<file path="config.mk">
export PLATFORM = sky130hd
export DESIGN_NAME = uart_top
export DESIGN_NICKNAME = d
export VERILOG_FILES = /design/src/uart_pkg.sv /design/src/uart_wb_decode.sv /design/src/uart_tx.sv /design/src/uart_rx.sv /design/src/uart_top.sv
export VERILOG_INCLUDE_DIRS = /design/src
export SDC_FILE = /design/constraint.sdc
export NUM_CORES = 1
export LEC_CHECK = 0
export CORE_AREA = 2 2 108 110
export DETAILED_ROUTE_END_ITERATION = 10
export DIE_AREA = 0 0 110 112
export DONT_BUFFER_PORTS = 1
export PLACE_DENSITY = 0.75
export SLEW_MARGIN = 20
export SYNTH_ARGS = -nofsm -noshare
export SYNTH_HDL_FRONTEND = slang
export SYNTH_SLANG_ARGS = --single-unit
</file>
<file path="constraint.sdc">
create_clock -name clk_i -period 8.3 [get_ports clk_i]
set_input_delay 1.66 -clock clk_i [delete_from_list [all_inputs] [get_ports clk_i]]
set_output_delay 1.66 -clock clk_i [all_outputs]
set_load 0.02 [all_outputs]
</file>
<file path="src/uart_macros.svh">
/* uart macros: character, divider and bus widths plus the register map. */
`ifndef UART_MACROS_SVH
`define UART_MACROS_SVH

// character and bit-period widths.
`define UART_DATA_W 8
`define UART_DIV_W  16

// divider loaded by reset, a fast default for simulation.
`define UART_DIV_RST 16

// wishbone address width, registers on word addresses 0 to 3.
`define UART_ADR_W 4

`define UART_REG_CTRL   4'd0
`define UART_REG_STATUS 4'd1
`define UART_REG_TXDATA 4'd2
`define UART_REG_RXDATA 4'd3

`endif

</file>
<file path="src/uart_pkg.sv">
/* uart package: serial states, register map and the structs passed
   between decoder, transmitter and receiver. */
`include "uart_macros.svh"

package uart_pkg;

    // shared by both engines, the receiver never enters WAIT.
    typedef enum logic [2:0] {
        IDLE,
        START,
        DATA,
        PARITY,
        STOP,
        WAIT
    } uart_state_e;

    typedef enum logic [`UART_ADR_W-1:0] {
        REG_CTRL   = `UART_REG_CTRL,
        REG_STATUS = `UART_REG_STATUS,
        REG_TXDATA = `UART_REG_TXDATA,
        REG_RXDATA = `UART_REG_RXDATA
    } uart_reg_e;

    // field order matches the CTRL register layout, bit 17 down to 0.
    typedef struct packed {
        logic                   par_even;
        logic                   par_odd;   // wins over par_even.
        logic [`UART_DIV_W-1:0] div;       // clocks per bit.
    } uart_cfg_t;

    typedef struct packed {
        logic                    valid;
        logic [`UART_DATA_W-1:0] data;
    } uart_stream_t;

    typedef struct packed {
        logic                    valid;
        logic [`UART_DATA_W-1:0] data;
        logic                    par_err;
        logic                    frame_err;
        logic                    overrun;
    } uart_rx_stat_t;

endpackage

</file>
<file path="src/uart_wb_decode.sv">
/* uart register decoder: wishbone classic slave holding the control
   register and steering TXDATA, STATUS and RXDATA to the engines. */
`timescale 1ns/1ps
`include "uart_macros.svh"

module uart_wb_decode (
    input  logic                     clk_i,
    input  logic                     rstn_i,
    input  logic [`UART_ADR_W-1:0]   wb_adr_i,
    input  logic [31:0]              wb_dat_i,
    input  logic                     wb_we_i,
    input  logic                     wb_stb_i,
    input  logic                     wb_cyc_i,
    output logic [31:0]              wb_dat_o,
    output logic                     wb_ack_o,
    output uart_pkg::uart_cfg_t      cfg_o,
    output uart_pkg::uart_stream_t   tx_stream_o,
    input  logic                     tx_ready_i,
    input  uart_pkg::uart_rx_stat_t  rx_stat_i,
    output logic                     rx_clear_o
);

    import uart_pkg::*;

    localparam int CFG_W = $bits(uart_cfg_t);

    uart_reg_e   reg_sel;
    logic        req;
    logic        tx_wr;
    logic        ack_d;
    logic [31:0] rd_data;

    assign reg_sel = uart_reg_e'(wb_adr_i);
    assign req     = wb_cyc_i & wb_stb_i & ~wb_ack_o; // no second ack for the same access.
    assign tx_wr   = req & wb_we_i & (reg_sel == REG_TXDATA);

    // a TXDATA write waits here until the transmitter takes the byte.
    assign ack_d = req & (~tx_wr | tx_ready_i);

    // valid follows the held bus request until the byte is accepted.
    assign tx_stream_o.valid = tx_wr;
    assign tx_stream_o.data  = wb_dat_i[`UART_DATA_W-1:0];

    always_comb begin
        rd_data = '0;
        case (reg_sel)
            REG_CTRL:   rd_data[CFG_W-1:0] = cfg_o;
            REG_STATUS: begin
                rd_data[0] = tx_ready_i;
                rd_data[1] = rx_stat_i.valid;
                rd_data[2] = rx_stat_i.par_err;
                rd_data[3] = rx_stat_i.frame_err;
                rd_data[4] = rx_stat_i.overrun;
            end
            REG_RXDATA: rd_data[`UART_DATA_W-1:0] = rx_stat_i.data;
            default:    rd_data = '0; // TXDATA and unmapped words read zero.
        endcase
    end

    always_ff @(posedge clk_i) begin
        if (~rstn_i) begin
            wb_ack_o   <= 1'b0;
            rx_clear_o <= 1'b0;
            cfg_o      <= '{par_even: 1'b0, par_odd: 1'b0, div: `UART_DIV_W'(`UART_DIV_RST)};
        end else begin
            wb_ack_o   <= ack_d;
            rx_clear_o <= req & ~wb_we_i & (reg_sel == REG_RXDATA); // lands in the ack cycle.
            if (req & wb_we_i & (reg_sel == REG_CTRL)) begin
                cfg_o <= uart_cfg_t'(wb_dat_i[CFG_W-1:0]);
            end
        end
    end

    // read data is captured with the request and shown during ack.
    always_ff @(posedge clk_i) begin
        if (req & ~wb_we_i) begin
            wb_dat_o <= rd_data;
        end
    end

endmodule

</file>
<file path="src/uart_tx.sv">
/* uart transmitter: start bit, 8 data bits lsb first, optional parity
   and one stop bit, each bit lasting cfg_i.div clocks. */
`timescale 1ns/1ps
`include "uart_macros.svh"

module uart_tx (
    input  logic                   clk_i,
    input  logic                   rstn_i,
    input  uart_pkg::uart_cfg_t    cfg_i,
    input  uart_pkg::uart_stream_t s_stream_i,
    output logic                   s_ready_o,
    output logic                   uart_tx_o
);

    import uart_pkg::*;

    localparam int BIT_CNT_W = $clog2(`UART_DATA_W);

    uart_state_e             state;
    logic [`UART_DIV_W-1:0]  baud_cnt;
    logic [BIT_CNT_W-1:0]    bit_cnt;
    logic [`UART_DATA_W-1:0] shreg;
    logic                    par_bit;
    logic                    par_en;
    logic                    baud_done;
    logic                    bit_done;
    logic                    accept;

    assign par_en    = cfg_i.par_odd | cfg_i.par_even;
    assign baud_done = (baud_cnt == cfg_i.div - 1'b1);
    assign bit_done  = (bit_cnt == BIT_CNT_W'(`UART_DATA_W - 1));
    assign s_ready_o = (state == IDLE);
    assign accept    = s_stream_i.valid & s_ready_o;

    always_ff @(posedge clk_i) begin
        if (~rstn_i) begin
            state     <= IDLE;
            uart_tx_o <= 1'b1;
            bit_cnt   <= '0;
        end else begin
            case (state)
                IDLE: begin
                    if (accept) begin
                        state     <= START;
                        uart_tx_o <= 1'b0; // line falls the clock after accept.
                    end
                end
                START: begin
                    if (baud_done) begin
                        state     <= DATA;
                        uart_tx_o <= shreg[0];
                    end
                end
                DATA: begin
                    if (baud_done) begin
                        if (bit_done) begin
                            bit_cnt <= '0;
                            if (par_en) begin
                                state     <= PARITY;
                                uart_tx_o <= par_bit;
                            end else begin
                                state     <= STOP;
                                uart_tx_o <= 1'b1;
                            end
                        end else begin
                            bit_cnt   <= bit_cnt + 1'b1;
                            uart_tx_o <= shreg[1]; // next bit before the shift lands.
                        end
                    end
                end
                PARITY: begin
                    if (baud_done) begin
                        state     <= STOP;
                        uart_tx_o <= 1'b1;
                    end
                end
                STOP: begin
                    if (baud_done) begin
                        state <= WAIT;
                    end
                end
                WAIT: state <= IDLE;
                default: begin
                    state     <= IDLE;
                    uart_tx_o <= 1'b1;
                end
            endcase
        end
    end

    // bit period counter, restarted at every bit boundary.
    always_ff @(posedge clk_i) begin
        if (~rstn_i) begin
            baud_cnt <= '0;
        end else if (state == IDLE || state == WAIT || baud_done) begin
            baud_cnt <= '0;
        end else begin
            baud_cnt <= baud_cnt + 1'b1;
        end
    end

    // odd parity inverts the xor of the data bits.
    always_ff @(posedge clk_i) begin
        if (accept) begin
            shreg   <= s_stream_i.data;
            par_bit <= ^s_stream_i.data ^ cfg_i.par_odd;
        end else if (state == DATA && baud_done) begin
            shreg <= shreg >> 1;
        end
    end

endmodule

</file>
<file path="src/uart_rx.sv">
/* uart receiver: mid-bit sampling of the synchronized line with parity
   and stop bit checks, holding the byte until the bus clears it. */
`timescale 1ns/1ps
`include "uart_macros.svh"

module uart_rx (
    input  logic                    clk_i,
    input  logic                    rstn_i,
    input  uart_pkg::uart_cfg_t     cfg_i,
    input  logic                    uart_rx_i,
    input  logic                    clear_i,
    output uart_pkg::uart_rx_stat_t stat_o
);

    import uart_pkg::*;

    localparam int BIT_CNT_W = $clog2(`UART_DATA_W);

    uart_state_e             state;
    logic [1:0]              rx_sync;
    logic                    rx_prev;
    logic                    line;
    logic                    fall;
    logic [`UART_DIV_W-1:0]  baud_cnt;
    logic [BIT_CNT_W-1:0]    bit_cnt;
    logic [`UART_DATA_W-1:0] shreg;
    logic                    half_done;
    logic                    baud_done;
    logic                    bit_done;
    logic                    par_en;
    logic                    par_bad;
    logic                    stop_done;
    logic                    rx_valid;
    logic                    rx_par_err;
    logic                    rx_frame_err;
    logic                    rx_overrun;
    logic [`UART_DATA_W-1:0] rx_data;

    always_ff @(posedge clk_i) begin
        if (~rstn_i) begin
            rx_sync <= '1;
            rx_prev <= 1'b1;
        end else begin
            rx_sync <= {rx_sync[0], uart_rx_i};
            rx_prev <= rx_sync[1];
        end
    end

    assign line      = rx_sync[1];
    assign fall      = rx_prev & ~line;
    assign par_en    = cfg_i.par_odd | cfg_i.par_even;
    assign half_done = (baud_cnt == (cfg_i.div >> 1) - 1'b1); // divider of 2 or more.
    assign baud_done = (baud_cnt == cfg_i.div - 1'b1);
    assign bit_done  = (bit_cnt == BIT_CNT_W'(`UART_DATA_W - 1));
    assign stop_done = (state == STOP) && baud_done;

    always_ff @(posedge clk_i) begin
        if (~rstn_i) begin
            state   <= IDLE;
            bit_cnt <= '0;
        end else begin
            case (state)
                IDLE:   if (fall) state <= START;
                START: begin
                    if (half_done) begin
                        state <= line ? IDLE : DATA; // high at midpoint is a glitch.
                    end
                end
                DATA: begin
                    if (baud_done) begin
                        if (bit_done) begin
                            bit_cnt <= '0;
                            state   <= par_en ? PARITY : STOP;
                        end else begin
                            bit_cnt <= bit_cnt + 1'b1;
                        end
                    end
                end
                PARITY: if (baud_done) state <= STOP;
                STOP:   if (baud_done) state <= IDLE;
                default: state <= IDLE;
            endcase
        end
    end

    // counts half a period in START, then whole periods from mid-bit to mid-bit.
    always_ff @(posedge clk_i) begin
        if (~rstn_i) begin
            baud_cnt <= '0;
        end else if (state == IDLE || (state == START && half_done) || baud_done) begin
            baud_cnt <= '0;
        end else begin
            baud_cnt <= baud_cnt + 1'b1;
        end
    end

    always_ff @(posedge clk_i) begin
        if (state == START) begin
            par_bad <= 1'b0;
        end else if (state == DATA && baud_done) begin
            shreg <= {line, shreg[`UART_DATA_W-1:1]};
        end else if (state == PARITY && baud_done) begin
            par_bad <= (line != (^shreg ^ cfg_i.par_odd));
        end
    end

    // a new byte wins over a clear arriving in the same cycle.
    always_ff @(posedge clk_i) begin
        if (~rstn_i) begin
            rx_valid     <= 1'b0;
            rx_par_err   <= 1'b0;
            rx_frame_err <= 1'b0;
            rx_overrun   <= 1'b0;
        end else if (stop_done) begin
            rx_valid     <= 1'b1;
            rx_par_err   <= par_bad;
            rx_frame_err <= ~line;
            rx_overrun   <= (rx_overrun | rx_valid) & ~clear_i;
        end else if (clear_i) begin
            rx_valid     <= 1'b0;
            rx_par_err   <= 1'b0;
            rx_frame_err <= 1'b0;
            rx_overrun   <= 1'b0;
        end
    end

    always_ff @(posedge clk_i) begin
        if (stop_done) begin
            rx_data <= shreg; // overwrites an unread byte.
        end
    end

    assign stat_o.valid     = rx_valid;
    assign stat_o.data      = rx_data;
    assign stat_o.par_err   = rx_par_err;
    assign stat_o.frame_err = rx_frame_err;
    assign stat_o.overrun   = rx_overrun;

endmodule

</file>
<file path="src/uart_top.sv">
/* uart top level: wishbone register decoder driving a transmitter and
   a receiver. */
`timescale 1ns/1ps
`include "uart_macros.svh"

module uart_top (
    input  logic                   clk_i,
    input  logic                   rstn_i,
    input  logic [`UART_ADR_W-1:0] wb_adr_i,
    input  logic [31:0]            wb_dat_i,
    input  logic                   wb_we_i,
    input  logic                   wb_stb_i,
    input  logic                   wb_cyc_i,
    output logic [31:0]            wb_dat_o,
    output logic                   wb_ack_o,
    output logic                   uart_tx_o,
    input  logic                   uart_rx_i
);

    import uart_pkg::*;

    uart_cfg_t     cfg;
    uart_stream_t  tx_stream;
    logic          tx_ready;
    uart_rx_stat_t rx_stat;
    logic          rx_clear;

    uart_wb_decode u_decode (
        .clk_i       (clk_i),
        .rstn_i      (rstn_i),
        .wb_adr_i    (wb_adr_i),
        .wb_dat_i    (wb_dat_i),
        .wb_we_i     (wb_we_i),
        .wb_stb_i    (wb_stb_i),
        .wb_cyc_i    (wb_cyc_i),
        .wb_dat_o    (wb_dat_o),
        .wb_ack_o    (wb_ack_o),
        .cfg_o       (cfg),
        .tx_stream_o (tx_stream),
        .tx_ready_i  (tx_ready),
        .rx_stat_i   (rx_stat),
        .rx_clear_o  (rx_clear)
    );

    uart_tx u_tx (
        .clk_i      (clk_i),
        .rstn_i     (rstn_i),
        .cfg_i      (cfg),
        .s_stream_i (tx_stream),
        .s_ready_o  (tx_ready),
        .uart_tx_o  (uart_tx_o)
    );

    uart_rx u_rx (
        .clk_i     (clk_i),
        .rstn_i    (rstn_i),
        .cfg_i     (cfg),
        .uart_rx_i (uart_rx_i),
        .clear_i   (rx_clear),
        .stat_o    (rx_stat)
    );

endmodule

</file>
==> results_dict.tcl, run 1 <==
set metrics [dict create \
    period_share_pct 56.1 \
    crit_path_start_kind "flip-flop" \
    hold_violations 0 \
    yosysTopAreaCell "dfxtp_1" \
    fmax_mhz 215 \
    p_per_area_nw_per_um2 189 \
    start_util_pct 58.7 \
    grt_max_degree 33 \
    ctsHoldBuffers 0 \
    gr-usage-met3_pct 6.50 \
    critical_path_required_ps 8340 \
    critPathMaxFanout 13 \
    grtUsageMet1_pct 37.9 \
    tns_ps 0 \
    worstSetupPathType "flip-flop to flip-flop" \
    yosysSeqAreaShare_pct 42.0 \
    cp-end-kind "flip-flop" \
    power.switching_mw 0.325 \
    period_needed_ps 4660 \
    cts-resized-gates 0 \
    comb_power_share_pct 2.8 \
    netlist_top_cells_count "nand2_1, dfxtp_1, xnor2_1" \
    max_slew.worst_pin.slew_ps 1070 \
    area_growth_syn_to_layout_pct 8.66 \
    h-tree-depth 4 \
    grt_first_pass_wirelength_um 26600 \
    post_cts_buffers 0 \
    synth_adder_area_share_pct 1.53 \
    drv_cap 0 \
    layout-drive-gt1-share_pct 7.07 \
    rr_startpoint "u_decode.cfg_o[2]" \
    ys_ff_latch 116 \
    ant_nets 0 \
    synth.top_cell.area_share_pct 22.3 \
    p_int_mw 1.03 \
    min_from "u_rx.rx_sync[0]" \
    via_count 5277 \
    gp_congestion 0.957 \
    synth-compound-area-share_pct 11.7 \
    yosys_warnings 0 \
    clock_sinks 116 \
    routed_wl_um 16200 \
    power_frac_seq_pct 44.4 \
    synth_xor_area_share_pct 13.6 \
    clk_latency_ps 430 \
    fp.dieH_um 112 \
    ir_drop_uv 133 \
    antenna_found_initial 0 \
    core_um2 11200 \
    rsz0062_at_grt "no" \
    die_x_um 110 \
    diodes 0 \
    async_flop_share_pct 0 \
    fin_skew_ps 19.5 \
    arrival_ps 4700 \
    cts_tree "built" \
    min_path_type "flip-flop to flip-flop" \
    synth_flop_cell "dfxtp_1" \
    avgSynthCellArea_um2 8.77 \
    rows 39 \
    clk_pin_slew_worst_paths_ps 60 \
    cts_max_path_buffers 2 \
    crit_start "u_decode.cfg_o[2]" \
    grt_usage_pct 28.2 \
    via_per_inst 6.01 \
    drt_first_iter_violations 399 \
    synthSimpleGateAreaFrac_pct 24.9 \
    layout.nets 772 \
    dr.pass1.iters 5 \
    fin_total_pwr_mw 1.35 \
    synth_top_family_by_area "simple AND/OR/NAND/NOR gates" \
    io_pins 76 \
    status "finished, final reports clean" \
    wl_per_cell_um 18.4 \
    grt_pass1_vias 5157 \
    grtUsageMet2_pct 44.3 \
    relSlewSlack_pct 27.4 \
    drc 0 \
    p_leak_nw 2.60 \
    ys_types 67 \
    synthTopCellsByArea "dfxtp_1, edfxtp_1, xnor2_1" \
    grt_overflow_total 0 \
    fillerInstances 893 \
    p_clk_share_pct 52.8 \
    yosysMostFrequentCell "nand2_1" \
    cts-buffers-inserted 17 \
    final-seq-area_um2 2750 \
    syn_area_um2 6560 \
    die-area_um2 12300 \
    swShare_pct 24.1 \
    finalMaxSlewViolations 0 \
    synth_edf_count 43 \
    netlist_instances 748 \
    grt-busiest-layer "met2" \
    io_buffers 0 \
    multi_input_area_um2 3510 \
    root_buffer "clkbuf_16" \
    setup_viol 0 \
    hpwl_um 11500 \
    finish.utilization_pct 63.8 \
    synth.area.mux_share_pct 0.782 \
]
[final timing paths]
| check | end | slack, ps | cells past startpoint |
|---|---|---|---|
| min | u_rx.rx_sync[1] | 420 | 1 |
| max reg2reg | u_tx.shreg[6] | 3640 | 9 |
| min reg2reg | u_rx.rx_sync[1] | 420 | 1 |
| max | u_tx.shreg[6] | 3640 | 9 |
[through the flow]
stage / hold slack (ps) / setup slack [ps] / cell area, um^2 / cells
after floorplan: 386 / 4540 / 6610 / 761
after global placement: 395 / 3920 / 6540 / 846
after detailed placement: 399 / 3810 / 6540 / 846
after CTS: 420 / 3780 / 7120 / 878
after global routing: 455 / 3360 / 7130 / 878
final: 416 / 3640 / 7130 / 878
[cells in the final DEF, fill, tap and decap left out, drive strengths merged, types with 9 or more instances in the layout]
| master | netlist | layout |
|---|---|---|
| nor3 | 21 | 21 |
| and3 | 9 | 9 |
| inv | 14 | 20 |
| nand3 | 22 | 22 |
| conb | 1 | 14 |
| and2 | 31 | 31 |
| xor2 | 36 | 36 |
| xnor2 | 63 | 63 |
| o21ai | 26 | 26 |
| nor4 | 10 | 10 |
| nor2 | 60 | 60 |
| nor2b | 9 | 9 |
| clkbuf | 44 | 17 |
| dfxtp | 73 | 73 |
| nand2 | 97 | 97 |
| edfxtp | 43 | 43 |
| a21oi | 40 | 40 |
| nand4 | 15 | 15 |
[metal layers]
metal / share of wire, % / vias to the layer above
met5: 0 / -
met4: 1.9 / 0
met3: 6.3 / 28
met2: 47 / 176
met1: 44 / 2537
li1: - / 2536
[power groups by stage]
stage | clock, mW | sequential [mW] | combinational, mW
final | 0.713 | 0.599 | 0.0375
after global routing | 0.746 | 0.600 | 0.0416
after CTS | 0.720 | 0.599 | 0.0371
after detailed placement | 0 | 0.612 | 0.0368
after global placement | 0 | 0.611 | 0.0359
after floorplan | 0 | 0.610 | 0.0367
[logic make-up after synthesis]
| group | after synthesis |
|---|---|
| xor+xnor | 100 |
| mux | 5 |
| compound gates | 120 |
| fa+ha+maj | 8 |
| flops | 116 |
| simple gates | 318 |
| buf+inv | 80 |
| other cells | 1 |
[flip-flops by register name, summed over array words and instances, names as in the netlist, 2 cells and up]
signal,flops
u_tx.state,3
u_tx.shreg,8
u_decode.wb_dat_o,18
u_rx.state,3
u_rx.bit_cnt,3
u_rx.rx_sync,2
u_rx.rx_data,8
u_tx.baud_cnt,16
u_rx.baud_cnt,16
u_tx.bit_cnt,3
u_rx.shreg,8
u_decode.cfg_o,18
[critical path, stage by stage, from the launching register on]
cell,delay [ps]
dfxtp_1,460
inv_1,160
ha_1,370
or3b_1,450
or4_1,650
nor3_1,220
o311ai_1,140
nor4_2,430
nand3_1,420
o21ai_0,970
[layout make-up]
class / count / share of cell area [%]
repair buffers: 7 / 0.737
flip-flops and latches: 116 / 38.6
multi-input cells: 565 / 49.3
clock inverters: 15 / 2.11
clock buffers: 17 / 5.97
inverters: 15 / 0.790
well taps: 143 / 2.51
No activity file was read; power rests on OpenSTA's default activity.
==> run 2, diff against run 1 <==
ABC_AREA = 1   (was default)
CORE_AREA = 2 2 111 113   (was 2 2 108 110)
DIE_AREA = 0 0 113 115   (was 0 0 110 112)
PLACE_DENSITY = 0.74   (was 0.75)
clock period = 4.4 ns   (was 8.3 ns; I/O delays follow)
==> run 2 against run 1 <==
Compared with the run above:
- the run now ends with design-rule violations left
- highest routed layer is now met5
- cell count increased by 26%
- largest cell class unchanged
- first-iteration DRC count increased by 30%
- area after synthesis increased by 5.2%
- total power increased by 130%
- sequential share of layout area decreased by 2.3 points
- non-clock buffer count decreased by 4
- die area increased by 5.5%
- worst hold slack got worse by 5.6 ps
- maximum frequency increased by 45%
- synthesized cell count increased by 26%
- largest power group unchanged
- global-route usage decreased by 2.1 points
==> results_dict.tcl, run 2 <==
set metrics [dict create \
    status "finished, violations left" \
    violations "design-rule violations" \
    synth_edf_count 43 \
    p_leak_nw 3.17 \
    syn_area_um2 6900 \
    io_pins 76 \
    fin_skew_ps 19.2 \
    clock_sinks 116 \
    clk_latency_ps 430 \
    yosysMostFrequentCell "nand2_1" \
    finalMaxSlewViolations 0 \
    fin_total_pwr_mw 3.08 \
    critical_path_required_ps 4450 \
    dr.pass1.iters 8 \
    clk_pin_slew_worst_paths_ps 50 \
    diodes 0 \
    synth_xor_area_share_pct 6.45 \
    cts-resized-gates 0 \
    ctsHoldBuffers 0 \
    final_cell_mix "nand2_1, nor2_1, inv_1" \
    core_um2 11800 \
    cp-end-kind "flip-flop" \
    synth_flop_cell "dfxtp_1" \
    period_needed_ps 3210 \
    root_buffer "clkbuf_16" \
    ys_ff_latch 116 \
    post_cts_buffers 0 \
    top_regs "u_decode.cfg_o x18, u_decode.wb_dat_o x18" \
    cts_tree "built" \
    min_path_type "flip-flop to flip-flop" \
    layout.nets 998 \
    grt_max_degree 33 \
    synth_adder_area_share_pct 1.45 \
    setup_viol 0 \
    antenna_found_initial 1 \
    arrival_ps 3260 \
    rows 40 \
    finish.utilization_pct 64.2 \
    period_share_pct 73.0 \
    grt_overflow_total 0 \
    synth-compound-area-share_pct 6.23 \
    fp.dieH_um 115 \
    worstSetupPathType "flip-flop to flip-flop" \
    max_slew.worst_pin.slew_ps 833 \
    wl_per_cell_um 14.9 \
    h-tree-depth 4 \
    ir_drop_uv 390 \
    grt_usage_pct 26.1 \
    drv_cap 0 \
    gp_congestion 0.953 \
    cts-buffers-inserted 17 \
    cts_max_path_buffers 2 \
    rsz0062_at_grt "no" \
    fmax_mhz 311 \
    io_buffers 0 \
    crit_start "u_decode.cfg_o[2]" \
    crit_path_start_kind "flip-flop" \
    drt_first_iter_violations 519 \
    critPathMaxStageDelay_ps 550 \
    p_per_area_nw_per_um2 406 \
    via_per_inst 5.36 \
    final_common_cell "nand2_1" \
    critPathMaxFanout 8 \
    tns_ps 0 \
    synth_top_family_by_area "simple AND/OR/NAND/NOR gates" \
    yosysTopAreaCell "dfxtp_1" \
    ant_nets 0 \
    synth.top_cell.area_share_pct 21.2 \
    yosysSeqAreaShare_pct 39.9 \
    yosys_warnings 0 \
    start_util_pct 58.5 \
    die_x_um 113 \
    die-area_um2 13000 \
    ys_types 38 \
    netlist_instances 939 \
    holdWs_ps 411 \
    crit_top_cell "nand2_1" \
    synthTopCellsByArea "dfxtp_1, edfxtp_1, nand2_1" \
    synth.area.mux_share_pct 0 \
    layout-drive-gt1-share_pct 10.5 \
    area_growth_syn_to_layout_pct 9.91 \
    relSlewSlack_pct 44.0 \
    min_from "u_rx.rx_sync[0]" \
    async_flop_share_pct 0 \
    hpwl_um 12600 \
    via_count 5934 \
    hold_violations 0 \
    slowest_stage "nor2_1" \
    drc 11 \
    critPathTopFamily "simple AND/OR/NAND/NOR gates" \
    placed_cell_area_um2 6990 \
    grt_pass1_vias 5227 \
    netlist_top_cells_count "nand2_1, nor2_1, inv_1" \
    stdcell_area_um2 7590 \
    rr_startpoint "u_decode.cfg_o[2]" \
    cp_cell_sequence "inv_1, ha_1, inv_2, nor2_4, nand2_2, clkinv_1, nand2_1, nand2_1, nand2_1, nand2_1, nand4_1, nor2_1, nand2_1, nor2_1" \
    avgSynthCellArea_um2 7.35 \
    synthSimpleGateAreaFrac_pct 37.5 \
    routed_wl_um 16500 \
    crit_buf_inv 3 \
    grt_first_pass_wirelength_um 26000 \
]
run 2: cells by family (layout without fill, tap and decap cells):
logic type / count (synthesis) / after routing
other: 1 / 14
xor gates and xnor gates: 50 / 50
AOI/OAI and AO/OA: 81 / 81
DFF: 116 / 116
buffers and inverters: 137 / 146
and+or+nand+nor: 546 / 546
adders and majority gates: 8 / 8
run 2: final timing paths:
path	to	slack [ps]	cells past startpoint
worst max register to register	u_rx.shreg[0]	1190	14
worst max-delay path	u_rx.shreg[0]	1190	14
worst min-delay path	u_rx.rx_sync[1]	410	1
worst min register to register	u_rx.rx_sync[1]	410	1
run 2: stage by stage:
step / cells / setup WS [ps]
CTS: 1108 / 1190
floorplan: 952 / 1860
global route: 1108 / 898
finish: 1108 / 1190
global placement: 1076 / 1280
detailed placement: 1076 / 1180
run 2: power by group:
| group | internal, mW | total, mW | switching (mW) |
|---|---|---|---|
| clock network | 0.914 | 1.39 | 0.479 |
| logic | 0.155 | 0.478 | 0.323 |
| registers | 1.15 | 1.21 | 0.0591 |
run 2: per-layer routing:
layer	part of all wire (%)	global-route usage (%)
met1	45	35.4
met2	44	39.9
met3	7.4	6.43
met4	2.7	11.4
met5	0.10	0
run 2: area by class of cell:
cell class	count	area, um^2
clock inverter	10	133
fill	1028	4220
timing repair buffer	3	22.5
clock buffer	22	464
inverter	111	417
multi-input combinational	699	3620
tap	147	184
sequential	116	2750
